`src/verilog/dtw_defs.svh`:
```
`ifndef DTW_DEFS_SVH
`define DTW_DEFS_SVH

// last step of the distance-computation phase
`define DTW_DC_END 40

// step value loaded when back-trace starts
`define DTW_BT_START 20

// reference samples held in the shift window
`define DTW_REF_DEPTH 20

`define DTW_SAMPLE_W 30
`define DTW_ADDR_W 10

// array columns driven by the cell schedule
`define DTW_CELLS 6

`endif

```
`src/verilog/dtw_pkg.sv`:
```
`include "dtw_defs.svh"

package dtw_pkg;

    typedef enum logic [1:0] {
        PH_IDLE = 2'd0,
        PH_DC   = 2'd1,
        PH_BT   = 2'd2
    } phase_t;

    typedef logic [5:0] step_t;
    typedef logic [`DTW_SAMPLE_W-1:0] sample_t;
    typedef logic [`DTW_ADDR_W-1:0] mem_addr_t;
    typedef logic [4:0] tmpl_idx_t;

    // one 2-bit source code per cell, cell 0 in the low bits
    typedef logic [2*`DTW_CELLS-1:0] src_t;
    // one 3-bit min-select code per cell
    typedef logic [3*`DTW_CELLS-1:0] sel_t;

endpackage

```
`src/verilog/dtw_cell_schedule.sv`:
```
`include "dtw_defs.svh"

module dtw_cell_schedule (
    input  logic           clk,
    input  logic           nrst,
    input  dtw_pkg::step_t i_step,
    output dtw_pkg::src_t  o_tsrc,
    output dtw_pkg::src_t  o_rsrc,
    output dtw_pkg::sel_t  o_sel0,
    output dtw_pkg::sel_t  o_sel1,
    output dtw_pkg::sel_t  o_sel2
);

    // cells touched by the current row, cell 0 in bit 0
    logic [`DTW_CELLS-1:0]   row_mask;
    // one hex digit per cell, {tsrc, rsrc}
    logic [4*`DTW_CELLS-1:0] row_src;
    dtw_pkg::sel_t           row_sel0;
    dtw_pkg::sel_t           row_sel1;
    dtw_pkg::sel_t           row_sel2;

    // wavefront table, cell 5 is the leftmost digit of each field
    always_comb begin
        row_mask = '0;
        row_src  = '0;
        row_sel0 = '0;
        row_sel1 = '0;
        row_sel2 = '0;
        case (i_step)
            6'd0: begin
                row_mask = 6'b001000;
                row_src  = 24'h00a000;
                row_sel0 = 18'o007000;
                row_sel1 = 18'o006000;
                row_sel2 = 18'o006000;
            end
            6'd1: begin
                row_mask = 6'b001100;
                row_src  = 24'h002900;
                row_sel0 = 18'o006600;
                row_sel1 = 18'o006200;
                row_sel2 = 18'o002600;
            end
            6'd2, 6'd36, 6'd38: begin
                row_mask = 6'b001000;
                row_src  = 24'h004000;
                row_sel0 = 18'o002000;
                row_sel1 = 18'o002000;
                row_sel2 = 18'o003000;
            end
            6'd3, 6'd37: begin
                row_mask = 6'b001100;
                row_src  = 24'h002900;
                row_sel0 = 18'o002300;
                row_sel1 = 18'o006200;
                row_sel2 = 18'o002600;
            end
            6'd4: begin
                row_mask = 6'b011100;
                row_src  = 24'h064800;
                row_sel0 = 18'o062600;
                row_sel1 = 18'o062300;
                row_sel2 = 18'o023600;
            end
            6'd5, 6'd33, 6'd35: begin
                row_mask = 6'b001100;
                row_src  = 24'h001100;
                row_sel0 = 18'o002300;
                row_sel1 = 18'o001200;
                row_sel2 = 18'o002300;
            end
            6'd6, 6'd34: begin
                row_mask = 6'b011100;
                row_src  = 24'h064800;
                row_sel0 = 18'o012300;
                row_sel1 = 18'o062300;
                row_sel2 = 18'o023600;
            end
            6'd7: begin
                row_mask = 6'b011110;
                row_src  = 24'h021190;
                row_sel0 = 18'o062360;
                row_sel1 = 18'o061230;
                row_sel2 = 18'o012360;
            end
            6'd8, 6'd10, 6'd28, 6'd30, 6'd32: begin
                row_mask = 6'b011100;
                row_src  = 24'h044400;
                row_sel0 = 18'o012300;
                row_sel1 = 18'o012300;
                row_sel2 = 18'o023400;
            end
            6'd9, 6'd11, 6'd29, 6'd31: begin
                row_mask = 6'b011110;
                row_src  = 24'h021190;
                row_sel0 = 18'o012340;
                row_sel1 = 18'o061230;
                row_sel2 = 18'o012360;
            end
            6'd12: begin
                row_mask = 6'b111110;
                row_src  = 24'h644480;
                row_sel0 = 18'o612360;
                row_sel1 = 18'o612340;
                row_sel2 = 18'o123460;
            end
            6'd13, 6'd25, 6'd27: begin
                row_mask = 6'b011110;
                row_src  = 24'h011110;
                row_sel0 = 18'o012340;
                row_sel1 = 18'o001230;
                row_sel2 = 18'o012340;
            end
            6'd14, 6'd26: begin
                row_mask = 6'b111110;
                row_src  = 24'h644480;
                row_sel0 = 18'o012340;
                row_sel1 = 18'o612340;
                row_sel2 = 18'o123460;
            end
            6'd15: begin
                row_mask = 6'b111111;
                row_src  = 24'h211119;
                row_sel0 = 18'o612346;
                row_sel1 = 18'o601234;
                row_sel2 = 18'o012346;
            end
            // steady state, the full array alternates between two rows
            6'd16, 6'd18, 6'd20, 6'd22, 6'd24: begin
                row_mask = 6'b111110;
                row_src  = 24'h444440;
                row_sel0 = 18'o012340;
                row_sel1 = 18'o012340;
                row_sel2 = 18'o123450;
            end
            6'd17, 6'd19, 6'd21, 6'd23: begin
                row_mask = 6'b111111;
                row_src  = 24'h211119;
                row_sel0 = 18'o012345;
                row_sel1 = 18'o601234;
                row_sel2 = 18'o012346;
            end
            default: row_mask = '0;
        endcase
    end

    always_ff @(posedge clk or negedge nrst) begin
        if (!nrst) begin
            o_tsrc <= '0;
            o_rsrc <= '0;
            o_sel0 <= '1;
            o_sel1 <= '1;
            o_sel2 <= '1;
        end else begin
            for (int c = 0; c < `DTW_CELLS; c++) begin
                if (row_mask[c]) begin
                    o_tsrc[2*c +: 2] <= row_src[4*c+2 +: 2];
                    o_rsrc[2*c +: 2] <= row_src[4*c +: 2];
                    o_sel0[3*c +: 3] <= row_sel0[3*c +: 3];
                    o_sel1[3*c +: 3] <= row_sel1[3*c +: 3];
                    o_sel2[3*c +: 3] <= row_sel2[3*c +: 3];
                end
            end
        end
    end

    // code 3 has no operand behind it in the cell mux
    for (genvar c = 0; c < `DTW_CELLS; c++) begin : g_src_chk
        a_src_code: assert property (@(posedge clk) disable iff (!nrst)
            (o_tsrc[2*c +: 2] != 2'd3) && (o_rsrc[2*c +: 2] != 2'd3));
    end

endmodule

```
`src/verilog/dtw_ctrl.sv`:
```
module dtw_ctrl (
    input  logic               clk,
    input  logic               nrst,
    input  logic               i_valid,
    input  logic               i_bt_end,
    input  dtw_pkg::sample_t   i_r,
    input  dtw_pkg::sample_t   i_t,
    output logic               o_ready,
    output logic               o_dc_ena,
    output logic               o_bt_ena,
    output dtw_pkg::mem_addr_t o_addr,
    output logic               o_wr,
    output dtw_pkg::sample_t   o_r,
    output dtw_pkg::sample_t   o_t,
    output dtw_pkg::src_t      o_tsrc,
    output dtw_pkg::src_t      o_rsrc,
    output dtw_pkg::sel_t      o_sel0,
    output dtw_pkg::sel_t      o_sel1,
    output dtw_pkg::sel_t      o_sel2
);

    dtw_pkg::phase_t phase;
    dtw_pkg::step_t  step;

    dtw_phase_fsm u_fsm (
        .clk      (clk),
        .nrst     (nrst),
        .i_valid  (i_valid),
        .i_bt_end (i_bt_end),
        .o_phase  (phase),
        .o_step   (step),
        .o_ready  (o_ready),
        .o_dc_ena (o_dc_ena),
        .o_bt_ena (o_bt_ena)
    );

    dtw_cell_schedule u_sched (
        .clk    (clk),
        .nrst   (nrst),
        .i_step (step),
        .o_tsrc (o_tsrc),
        .o_rsrc (o_rsrc),
        .o_sel0 (o_sel0),
        .o_sel1 (o_sel1),
        .o_sel2 (o_sel2)
    );

    dtw_ref_window u_rwin (
        .clk    (clk),
        .nrst   (nrst),
        .i_step (step),
        .i_r    (i_r),
        .o_r    (o_r)
    );

    dtw_tmpl_fetch u_tfetch (
        .clk     (clk),
        .i_phase (phase),
        .i_step  (step),
        .i_t     (i_t),
        .o_t     (o_t),
        .o_addr  (o_addr),
        .o_wr    (o_wr)
    );

endmodule

```
`src/verilog/dtw_phase_fsm.sv`:
```
`include "dtw_defs.svh"

module dtw_phase_fsm (
    input  logic            clk,
    input  logic            nrst,
    input  logic            i_valid,
    input  logic            i_bt_end,
    output dtw_pkg::phase_t o_phase,
    output dtw_pkg::step_t  o_step,
    output logic            o_ready,
    output logic            o_dc_ena,
    output logic            o_bt_ena
);

    dtw_pkg::phase_t phase_nxt;

    always_comb begin
        phase_nxt = o_phase;
        case (o_phase)
            dtw_pkg::PH_IDLE: if (i_valid) phase_nxt = dtw_pkg::PH_DC;
            dtw_pkg::PH_DC: begin
                if (o_step == dtw_pkg::step_t'(`DTW_DC_END)) begin
                    phase_nxt = dtw_pkg::PH_BT;
                end
            end
            dtw_pkg::PH_BT: if (i_bt_end) phase_nxt = dtw_pkg::PH_IDLE;
            default: phase_nxt = dtw_pkg::PH_IDLE;
        endcase
    end

    always_ff @(posedge clk or negedge nrst) begin
        if (!nrst) begin
            o_phase <= dtw_pkg::PH_IDLE;
        end else begin
            o_phase <= phase_nxt;
        end
    end

    // step is 0 in idle, so both phases start from a known count
    always_ff @(posedge clk or negedge nrst) begin
        if (!nrst) begin
            o_step <= '0;
        end else if (o_phase == dtw_pkg::PH_IDLE || phase_nxt == dtw_pkg::PH_IDLE) begin
            o_step <= '0;
        end else if (o_phase == dtw_pkg::PH_DC && phase_nxt == dtw_pkg::PH_BT) begin
            o_step <= dtw_pkg::step_t'(`DTW_BT_START);
        end else begin
            o_step <= o_step + 6'd1;
        end
    end

    assign o_ready  = (o_phase == dtw_pkg::PH_IDLE);
    assign o_dc_ena = (o_phase == dtw_pkg::PH_DC);
    assign o_bt_ena = (o_phase == dtw_pkg::PH_BT);

    a_dc_step_bound: assert property (@(posedge clk) disable iff (!nrst)
        (o_phase == dtw_pkg::PH_DC) |-> (o_step <= dtw_pkg::step_t'(`DTW_DC_END)));

endmodule

```
`src/verilog/dtw_ref_window.sv`:
```
`include "dtw_defs.svh"

module dtw_ref_window (
    input  logic             clk,
    input  logic             nrst,
    input  dtw_pkg::step_t   i_step,
    input  dtw_pkg::sample_t i_r,
    output dtw_pkg::sample_t o_r
);

    // word k entered k+1 cycles ago
    dtw_pkg::sample_t win [`DTW_REF_DEPTH];

    logic                              pick_en;
    logic [$clog2(`DTW_REF_DEPTH)-1:0] pick_idx;

    always_ff @(posedge clk) begin
        win[0] <= i_r;
        for (int k = 1; k < `DTW_REF_DEPTH; k++) begin
            win[k] <= win[k-1];
        end
    end

    // word the array needs on the step after this one
    always_comb begin
        pick_en  = 1'b1;
        pick_idx = '0;
        case (i_step)
            6'd0, 6'd1:   pick_idx = 5'd0;
            6'd3, 6'd4:   pick_idx = 5'd1;
            6'd6, 6'd7:   pick_idx = 5'd2;
            6'd9:         pick_idx = 5'd3;
            6'd11, 6'd12: pick_idx = 5'd4;
            6'd14, 6'd15: pick_idx = 5'd5;
            6'd17:        pick_idx = 5'd6;
            6'd19:        pick_idx = 5'd7;
            6'd21:        pick_idx = 5'd8;
            6'd23:        pick_idx = 5'd9;
            6'd26:        pick_idx = 5'd11;
            6'd29:        pick_idx = 5'd13;
            6'd31:        pick_idx = 5'd14;
            6'd34:        pick_idx = 5'd16;
            6'd37:        pick_idx = 5'd18;
            default:      pick_en = 1'b0;
        endcase
    end

    always_ff @(posedge clk or negedge nrst) begin
        if (!nrst) begin
            o_r <= '0;
        end else if (pick_en) begin
            o_r <= win[pick_idx];
        end
    end

endmodule

```
`src/verilog/dtw_tmpl_fetch.sv`:
```
module dtw_tmpl_fetch (
    input  logic               clk,
    input  dtw_pkg::phase_t    i_phase,
    input  dtw_pkg::step_t     i_step,
    input  dtw_pkg::sample_t   i_t,
    output dtw_pkg::sample_t   o_t,
    output dtw_pkg::mem_addr_t o_addr,
    output logic               o_wr
);

    dtw_pkg::tmpl_idx_t tmpl_idx;

    always_ff @(posedge clk) begin
        o_t <= i_t;
    end

    // template word fetched for the next diagonal
    always_comb begin
        tmpl_idx = '0;
        if (i_phase == dtw_pkg::PH_DC) begin
            case (i_step)
                6'd0:    tmpl_idx = 5'd1;
                6'd2:    tmpl_idx = 5'd2;
                6'd3:    tmpl_idx = 5'd3;
                6'd5:    tmpl_idx = 5'd4;
                6'd6:    tmpl_idx = 5'd5;
                6'd8:    tmpl_idx = 5'd6;
                6'd10:   tmpl_idx = 5'd7;
                6'd11:   tmpl_idx = 5'd8;
                6'd13:   tmpl_idx = 5'd9;
                6'd14:   tmpl_idx = 5'd10;
                6'd16:   tmpl_idx = 5'd11;
                6'd18:   tmpl_idx = 5'd12;
                6'd20:   tmpl_idx = 5'd13;
                6'd22:   tmpl_idx = 5'd14;
                6'd25:   tmpl_idx = 5'd15;
                6'd28:   tmpl_idx = 5'd16;
                6'd30:   tmpl_idx = 5'd17;
                6'd33:   tmpl_idx = 5'd18;
                6'd36:   tmpl_idx = 5'd19;
                default: tmpl_idx = '0;
            endcase
        end
    end

    // back-trace writes the path memory at the step address
    assign o_wr   = (i_phase == dtw_pkg::PH_BT);
    assign o_addr = o_wr ? dtw_pkg::mem_addr_t'(i_step) : dtw_pkg::mem_addr_t'(tmpl_idx);

    // path memory writes only open when a DC phase hands over to back-trace
    a_wr_after_dc: assert property (@(posedge clk)
        $rose(o_wr) |-> $past(i_phase) == dtw_pkg::PH_DC);

endmodule
```
`config.mk`:
```
export PLATFORM = sky130hd
export DESIGN_NAME = dtw_ctrl
export DESIGN_NICKNAME = d
export VERILOG_FILES = /design/src/verilog/dtw_pkg.sv /design/src/verilog/dtw_cell_schedule.sv /design/src/verilog/dtw_ctrl.sv /design/src/verilog/dtw_phase_fsm.sv /design/src/verilog/dtw_ref_window.sv /design/src/verilog/dtw_tmpl_fetch.sv
export VERILOG_INCLUDE_DIRS = /design/src /design/src/verilog
export SDC_FILE = /design/constraint.sdc
export NUM_CORES = 1
export LEC_CHECK = 0
export CORE_ASPECT_RATIO = 1.5
export CORE_MARGIN = 2
export CORE_UTILIZATION = 30
export DETAILED_ROUTE_END_ITERATION = 6
export DONT_BUFFER_PORTS = 1
export GPL_ROUTABILITY_DRIVEN = 0
export GPL_TIMING_DRIVEN = 1
export MAX_ROUTING_LAYER = met4
export PLACE_DENSITY = 0.55
export SKIP_CTS_REPAIR_TIMING = 1
export SYNTH_ARGS = -nofsm -noshare
export SYNTH_HDL_FRONTEND = slang
export SYNTH_SLANG_ARGS = --single-unit
```
`constraint.sdc`:
```
create_clock -name clk -period 3.62 [get_ports clk]
set_input_delay 0.724 -clock clk [delete_from_list [all_inputs] [get_ports clk]]
set_output_delay 0.724 -clock clk [all_outputs]
set_load 0.03 [all_outputs]
```
==> flow_summary.json, run 1 <==
{
  "synth_common_cells": "630 x dfxtp_1, 208 x mux2i_1, 200 x nand2_1, 71 x nand3_1, 57 x o22ai_1",
  "slew_viol_final": 0,
  "drive_above_1_share": 0.140,
  "clock_skew_ns": 0.0135,
  "setup_slack_ns": 0.133,
  "yosysTopAreaCell": "dfxtp_1",
  "grt_max_degree": 96,
  "synth.avg_cell_area_um2": 12.3,
  "dp_cells": 2729,
  "ir_drop_mv": 0.702,
  "path_common_cell": "buf_4",
  "synth_edf_count": 0,
  "start_util": 0.302,
  "critPathMaxFanout": 9,
  "synth_seq_cells": 725,
  "power_density_nw_per_um2": 1140,
  "status": "finished, final reports clean",
  "antenna_found_initial": 4,
  "rsz0062_at_grt": "no",
  "grt_pass1_wl_um": 81800,
  "path_buf_inv": 3,
  "core_um2": 73600,
  "rows": 122,
  "clockBufferDepth": 3,
  "start_kind": "register",
  "fin_crit_sh": 0.963,
  "worst_ep_required_time_ns": 2.90,
  "max_slew.worst_pin.slew_ns": 1.09,
  "timing.fmax_mhz": 287,
  "wl_per_cell_um": 18.6,
  "fp.dieW_um": 226,
  "gr-total-overflow": 0,
  "ys.flop_type": "dfxtp_1",
  "clk_transition_reported_paths_ns": 0.07,
  "die_area_um2": 76300,
  "fin_tns_setup_ns": 0,
  "synthDominantCellAreaShare": 0.568,
  "crit_path_end_kind": "output port",
  "grt_pass1_vias": 14063,
  "hpwl_um": 32700,
  "power_mw": 29.5,
  "nNetsFinal": 1878,
  "synth.most_common_cell": "dfxtp_1",
  "io_buffers": 0,
  "pre_cts_slack_ns": 0.315,
  "area_growth_pct": 16.5,
  "postLayoutCellArea_um2": 25900,
  "syn_inst": 1804,
  "path_class": "reg -> out",
  "io_pins": 216,
  "dieHeight_um": 337,
  "arrival_ns": 2.76,
  "vias_per_cell": 4.66,
  "dr.pass1.iters": 5,
  "relSlewSlack": 0.266,
  "grt_usage": 0.143,
  "ant_nets": 0,
  "min_path_type": "in -> async",
  "cp_top_family": "compound AO/OA/AOI/OAI gates",
  "numCtsBuffers": 70,
  "h-tree-depth": 3,
  "yosysWarnings": 0,
  "hold_viol": 0,
  "ys_async_sr_fraction": 0.131,
  "p_leak_nw": 11.3,
  "cpPeakStageDelay_ns": 0.47,
  "cp_cell_sequence": "inv_1 -> ha_1 -> buf_4 -> nor2_1 -> o21ai_0 -> a22oi_1 -> o22ai_1 -> buf_4",
  "placed_area_um2": 23300,
  "setup_viol_count_final": 0,
  "ys_seq_area_frac": 0.677,
  "drc": 0,
  "vias": 13335,
  "clkLatencyLatePin_ns": 0.62,
  "synth.area.top_cells": "dfxtp_1 57%, mux2i_1 9.4%, dfrtp_1 6.1%",
  "drv_cap": 0,
  "cts_sinks": 725,
  "fin_crit_ns": 3.49,
  "routed_wl_um": 53200,
  "stdcell_count": 2861,
  "cts-root-buf": "clkbuf_16",
  "drtIter0Drc": 871,
  "crit_slowest_cell": "dfrtp_2",
  "cts_tree": "built",
  "syn_area_um2": 22200,
  "synthDistinctLibCells": 68
}
[per-layer routing]
layer,vias to the layer above,GRT usage,wire (µm)
li1,6379,-,-
met1,6485,0.156,21500
met2,355,0.250,26900
met3,116,0.0316,3150
met4,0,0.0622,1720
met5,-,-,0
[cell type report]
| type | count | area, µm² |
|---|---|---|
| Multi-Input combinational cell | 948 | 6520 |
| Antenna cell | 2 | 5.00 |
| Fill cell | 7234 | 47700 |
| Clock buffer | 93 | 2020 |
| Clock inverter | 36 | 443 |
| Timing Repair Buffer | 53 | 556 |
| Inverter | 12 | 45.0 |
| Sequential cell | 725 | 15000 |
| Tap cell | 992 | 1240 |
[cells in the final DEF, fill, tap and decap left out, types with 8 or more instances in the layout]
cell type and n:
a211oi_1 9, clkbuf_1 8, clkbuf_8 12, mux2_2 17, nand2b_1 12, a22oi_1 52, nand2_1 198, conb_1 11
inv_1 11, o211ai_1 8, nor2_1 39, nand4_1 25, o32ai_1 24, buf_4 41, and3_1 9, dfstp_2 41
o21ai_0 25, clkbuf_16 73, o22ai_1 57, dfxtp_1 630, nand3_1 71, dfrtp_1 52, a21o_1 25, a21oi_1 47
buf_12 11, clkinv_2 12, mux2i_1 208
[per-stage QoR]
step,hold slack (ns),util
floorplan,0.310,-
global placement,0.314,0.317
detailed placement,0.316,0.317
CTS,-0.236,0.351
global route,0.0501,0.352
finish,0.0350,0.352
[flip-flops by register name (all words and copies together), names as in the netlist]
| signal | count |
|---|---|
| u_rwin.o_r | 30 |
| u_sched.o_sel2 | 15 |
| u_sched.o_rsrc | 7 |
| u_tfetch.o_t | 30 |
| u_rwin.win | 600 |
| u_sched.o_tsrc | 9 |
| u_fsm.o_phase | 2 |
| u_sched.o_sel0 | 15 |
| u_fsm.o_step | 6 |
| u_sched.o_sel1 | 11 |
[worst register-to-register path: cells and delay by family (launching register included)]
| kind | cells | cell delay [ns] |
|---|---|---|
| AO/OA/AOI/OAI | 4 | 0.63 |
| buffers and inverters | 1 | 0.34 |
| AND/OR/NAND/NOR | 2 | 1.14 |
| flip-flops | 1 | 0.57 |
| multiplexers | 1 | 0.40 |
[report_power, final]
part	switching, mW	internal (mW)
registers	1.60	8.99
logic	6.78	4.46
clock network	3.22	4.44
total	11.6	17.9
[logic make-up after synthesis]
group | synth area share
multiplexers | 0.103
other | 0.000169
adder cells (fa/ha/maj) | 0.00225
buffers and inverters | 0.0359
AND/OR/NAND/NOR | 0.0856
AO/OA/AOI/OAI | 0.0934
XOR/XNOR | 0.00237
flip-flops | 0.677
[final timing paths]
kind	slack (ns)	startpoint	cells after the start	to
max	0.13	u_fsm.o_step[0]	8	o_addr[2]
min in group clk	0.12	i_t[9]	0	u_tfetch.o_t[9]
max in group asynchronous	3.07	nrst	1	u_fsm.o_step[2]
min	0.04	nrst	1	u_rwin.o_r[21]
min reg2reg	0.33	u_rwin.win[10][29]	0	u_rwin.win[11][29]
max reg2reg	0.44	u_fsm.o_step[2]	8	u_rwin.o_r[28]
Power figures use the tool's default switching activity.
==> inputs of run 2 (changes only) <==
ABC_AREA = 1   (was default)
==> run 2 against run 1 <==
Worst hold slack lost 0.023 ns. Via count grew 34%. Largest power group is now registers. Combinational power shrank 21%. Flip-flop and latch count is the same. Sequential power is essentially flat. Total power shrank 7.5%.
==> flow_summary.json, run 2 <==
{
  "yosysWarnings": 0,
  "dp_cells": 3882,
  "clock_skew_ns": 0.0323,
  "comb_power_share": 0.324,
  "clk_transition_reported_paths_ns": 0.06,
  "clockBufferDepth": 3,
  "min_path_type": "in -> async",
  "switching_power_mw": 10.8,
  "grt_pass1_vias": 17277,
  "cts-root-buf": "clkbuf_16",
  "power_frac_seq": 0.390,
  "clkLatencyLatePin_ns": 0.65,
  "p_int_mw": 16.4,
  "stdcell_count": 4031,
  "fin_tns_setup_ns": 0,
  "synthDistinctLibCells": 50,
  "start_kind": "register",
  "layout_commonest_cell": "dfxtp_1",
  "synth_common_cells": "630 x dfxtp_1, 599 x nand3_1, 509 x nand2_1, 492 x inv_1, 121 x nand3b_1",
  "vias": 17815,
  "h-tree-depth": 3,
  "p_leak_nw": 13.9,
  "max_slew.worst_pin.slew_ns": 0.769,
  "syn_area_um2": 25300,
  "timing.fmax_mhz": 304,
  "drtIter0Drc": 1234,
  "io_pins": 216,
  "path_class": "reg -> out",
  "vias_per_cell": 4.42,
  "slew_viol_final": 0,
  "grt_usage": 0.145,
  "pwr-share-clk": 0.286,
  "pre_cts_slack_ns": 0.470,
  "antenna_found_initial": 11,
  "reg_top3": "u_rwin.win: 600 flops, u_rwin.o_r: 30 flops, u_tfetch.o_t: 30 flops",
  "syn_inst": 2884,
  "crit_start": "u_fsm.o_step[0]",
  "crit_path_end_kind": "output port",
  "synth_edf_count": 0,
  "gr-total-overflow": 0,
  "rsz0062_at_grt": "no",
  "fin_crit_sh": 0.909,
  "yosysTopAreaCell": "dfxtp_1",
  "worst_ep_required_time_ns": 2.90,
  "timing.rr.start": "u_fsm.o_step[0]",
  "largest_register_ffs": 600,
  "nNetsFinal": 2905,
  "dieHeight_um": 359,
  "hpwl_um": 36900,
  "ant_nets": 0,
  "synth.area.top_cells": "dfxtp_1 50%, nand3_1 12%, nand2_1 7.6%",
  "synth.avg_cell_area_um2": 8.76,
  "ys_seq_area_frac": 0.595,
  "timing.rr.end": "u_rwin.o_r[17]",
  "synthDominantCellAreaShare": 0.499,
  "final_cell_mix": "630 x dfxtp_1, 598 x nand3_1, 509 x nand2_1",
  "io_buffers": 0,
  "r2r_cells": 14,
  "ir_drop_mv": 0.665,
  "rows": 130,
  "relSlewSlack": 0.487,
  "status": "finished, final reports clean",
  "grt_max_degree": 148,
  "wl_per_cell_um": 15.1,
  "cts_sinks": 725,
  "regToRegSetupSlack_ns": 0.45,
  "start_util": 0.302,
  "arrival_ns": 2.57,
  "ys.flop_type": "dfxtp_1",
  "swShare": 0.397,
  "routed_wl_um": 60800,
  "area_growth_pct": 14.4,
  "power_density_nw_per_um2": 944,
  "drive_above_1_share": 0.0932,
  "numCtsBuffers": 74,
  "setup_viol_count_final": 0,
  "fp.dieW_um": 241,
  "dr.pass1.iters": 5,
  "cts_tree": "built",
  "hold_viol": 0,
  "ys_async_sr_fraction": 0.131,
  "synth_seq_cells": 725,
  "core_um2": 83600,
  "drc": 0,
  "critPathCapture": "o_addr[0]",
  "fin_crit_ns": 3.29,
  "die_area_um2": 86600,
  "synth.most_common_cell": "dfxtp_1",
  "critPathMaxFanout": 7,
  "setup_slack_ns": 0.330,
  "regMostFlops": "u_rwin.win",
  "drv_cap": 0,
  "grt_pass1_wl_um": 97100
}
## run 2: worst min-delay path by stage
stage                         endpoint  slack, ns  depth (start not counted)
global placement    u_rwin.win[15][23]       0.32                          0
detailed placement   u_rwin.win[13][1]       0.33                          0
floorplan            u_rwin.win[13][0]       0.32                          0
global route        u_sched.o_rsrc[11]       0.04                          1
CTS                    u_fsm.o_step[4]      -0.28                          0
finish              u_sched.o_rsrc[11]       0.01                          1
## run 2: area by class of cell
type / instances / area [µm²]
diodes: 12 / 30.0
clock buffers: 108 / 2200
clock inverters: 28 / 313
fillers: 8512 / 54700
inverters: 504 / 1890
multi-input cells: 1479 / 7400
flip-flops and latches: 725 / 15000
well taps: 1122 / 1400
repair buffers: 53 / 618
## run 2: logic make-up (layout without fill, tap and decap cells)
kind of cell,count (synthesis),count (layout),share of synthesized area
AOI/OAI and AO/OA,156,156,0.0381
adders and majority gates,4,4,0.00198
xor gates and xnor gates,2,2,0.000693
DFF,725,725,0.595
other,1,23,0.000148
and+or+nand+nor,1306,1306,0.249
buffers and inverters,690,693,0.115
## run 2: critical path: stages (launching register included)
cell and delay, ns:
dfrtp_1 0.43, inv_1 0.18, ha_2 0.32, nand2_1 0.18, nand2_1 0.13, a21oi_1 0.05
a211oi_1 0.18, o211ai_1 0.11, o21ai_0 0.13, buf_4 0.22
## run 2: layer usage
layer	GRT usage	wire length [µm]	part of all wire	vias up
met5	-	0	0	-
met4	0.0519	1700	0.028	0
met3	0.0373	4080	0.067	117
met2	0.231	28000	0.46	442
met1	0.177	27000	0.44	8293
li1	-	-	-	8963
## run 2: per-stage QoR
stage	power (mW)	utilization	instance area, µm²	hold slack, ns
finish	27.3	0.346	28900	0.0121
floorplan	17.1	-	25300	0.322
detailed placement	19.7	0.315	26300	0.328
CTS	27.7	0.345	28800	-0.283
global route	29.2	0.346	28900	0.0440
global placement	19.8	0.315	26300	0.324
## run 2: power by group through the flow
stage                     logic (mW)  registers, mW  clock network (mW)
after CTS                       8.93           10.7                8.08
after floorplan                 6.79           10.4                   0
after global placement          8.93           10.8                   0
final                           8.84           10.6                7.81
after global routing            10.1           10.8                8.38
after detailed placement        8.89           10.8                   0
==> inputs of run 3 (changes only) <==
CAP_MARGIN = 40   (was default)
PLACE_DENSITY = 0.53   (was 0.55)
==> run 3 against run 2 <==
The run now ends with negative hold slack left. Die area unchanged. Combinational power increased by 3.1%. Register-to-register slack improved by 0.22 ns. Total power increased by 1.5%. First-iteration DRC count decreased by 26%. Count of clock-buffer cells in the layout decreased by 11. Largest power group unchanged. Highest routed layer unchanged.
==> flow_summary.json, run 3 (same netlist as run 2, synthesis figures left out) <==
{
  "crit_path_end_kind": "output port",
  "antenna_found_initial": 5,
  "cts_tree": "built",
  "core_um2": 83600,
  "io_pins": 216,
  "postLayoutCellArea_um2": 29100,
  "die_area_um2": 86600,
  "grt_use_met1": 0.182,
  "path_common_cell": "nand2_1",
  "critPathMaxFanout": 7,
  "max_slew.worst_pin.slew_ns": 0.701,
  "ant_nets": 0,
  "dr.pass1.iters": 6,
  "cpPeakStageDelay_ns": 0.43,
  "layout_commonest_cell": "dfxtp_1",
  "h-tree-depth": 3,
  "timing.fmax_mhz": 299,
  "worst_ep_required_time_ns": 2.90,
  "busiest_layer": "met2",
  "numCtsBuffers": 74,
  "groute.layer.met3.usage": 0.0296,
  "fin_crit_sh": 0.925,
  "start_kind": "register",
  "clock_skew_ns": 0.0279,
  "area_growth_pct": 15.3,
  "pre_cts_slack_ns": 0.677,
  "rows": 130,
  "clk_transition_reported_paths_ns": 0.06,
  "clockBufferDepth": 3,
  "placed_area_um2": 26500,
  "regMostFlops": "u_rwin.win",
  "status": "complete, but fails checks",
  "hold_viol": 1,
  "dieHeight_um": 359,
  "nNetsFinal": 2921,
  "grt_pass1_wl_um": 96900,
  "cp_cell_sequence": "inv_1 -> ha_2 -> nand2_1 -> nand2_1 -> a21oi_1 -> a211oi_1 -> o211ai_1 -> o21ai_0 -> buf_4",
  "drv_cap": 0,
  "hpwl_um": 36700,
  "clkLatencyLatePin_ns": 0.65,
  "drive_above_1_share": 0.101,
  "relSlewSlack": 0.531,
  "cp_top_family": "compound AO/OA/AOI/OAI gates",
  "grt_usage": 0.144,
  "power_density_nw_per_um2": 951,
  "path_class": "reg -> out",
  "fp.dieW_um": 241,
  "cts-root-buf": "clkbuf_16",
  "min_path_type": "in -> async",
  "path_buf_inv": 2,
  "violations": "negative hold slack",
  "drc": 0,
  "power_mw": 27.7,
  "drtIter0Drc": 913,
  "setup_slack_ns": 0.272,
  "crit_slowest_cell": "dfrtp_1",
  "use_met2": 0.228,
  "largest_register_ffs": 600,
  "p_leak_nw": 14.1,
  "holdWs_ns": -0.0118,
  "final_cell_mix": "630 x dfxtp_1, 598 x nand3_1, 509 x nand2_1",
  "vias_per_cell": 4.39,
  "reg_top3": "u_rwin.win: 600 flops, u_rwin.o_r: 30 flops, u_tfetch.o_t: 30 flops",
  "fin_crit_ns": 3.35,
  "gr-total-overflow": 0,
  "start_util": 0.302,
  "rsz0062_at_grt": "no",
  "setup_viol_count_final": 0,
  "arrival_ns": 2.62,
  "grt_pass1_vias": 17163,
  "io_buffers": 0,
  "fin_tns_setup_ns": 0,
  "grt_max_degree": 133,
  "slew_viol_final": 0,
  "wl_per_cell_um": 14.9,
  "routed_wl_um": 60300,
  "ir_drop_mv": 0.701,
  "vias": 17730,
  "cts_sinks": 725
}
-- run 3: cell types whose count changed in the layout (fill, tap and decap cells not counted), moves of 3 or more --
cell / delta
buf_12: +5
buf_4: +11
inv_16: +4
clkbuf_16: -3
bufinv_16: +3
diode_2: -8
clkbuf_1: -6
clkinv_2: +5
-- run 3: report_power, final --
| group | switching [mW] | total [mW] | leakage (nW) | internal (mW) |
|---|---|---|---|---|
| sequential | 1.60 | 10.6 | 6.40 | 8.99 |
| clock | 3.35 | 8.00 | 1.28 | 4.64 |
| combinational | 5.99 | 9.11 | 6.37 | 3.12 |
| total | 10.9 | 27.7 | 14.1 | 16.7 |
-- run 3: area by class of cell --
cell class / instances / area (µm²)
Antenna cell: 4 / 10.0
Clock buffer: 97 / 2080
Clock inverter: 40 / 492
Fill cell: 8531 / 54500
Inverter: 504 / 1890
Multi-Input combinational cell: 1479 / 7400
Sequential cell: 725 / 15000
Tap cell: 1122 / 1400
Timing Repair Buffer: 69 / 801
-- run 3: routing by layer --
metal  part of all wire  up-vias
li1                   -     8994
met1               0.45     8191
met2               0.46      432
met3              0.056      113
met4              0.028        0
met5                  0        -
-- run 3: worst paths after layout --
| kind | from | end | slack (ns) | cells past startpoint |
|---|---|---|---|---|
| worst max-delay path | u_fsm.o_step[0] | o_addr[0] | 0.27 | 9 |
| worst min-delay path | nrst | u_rwin.o_r[25] | -0.01 | 1 |
| worst max register to register | u_fsm.o_step[0] | u_rwin.o_r[12] | 0.67 | 14 |
| worst min register to register | u_rwin.win[13][25] | u_rwin.win[14][25] | 0.33 | 0 |
| max in group asynchronous | nrst | u_rwin.o_r[13] | 3.11 | 1 |
| min in group clk | i_t[17] | u_tfetch.o_t[17] | 0.10 | 0 |
-- run 3: per-stage QoR --
step | std cells | util
floorplan | 2894 | -
global placement | 3898 | 0.317
detailed placement | 3898 | 0.317
CTS | 4035 | 0.348
global route | 4039 | 0.348
finish | 4040 | 0.348
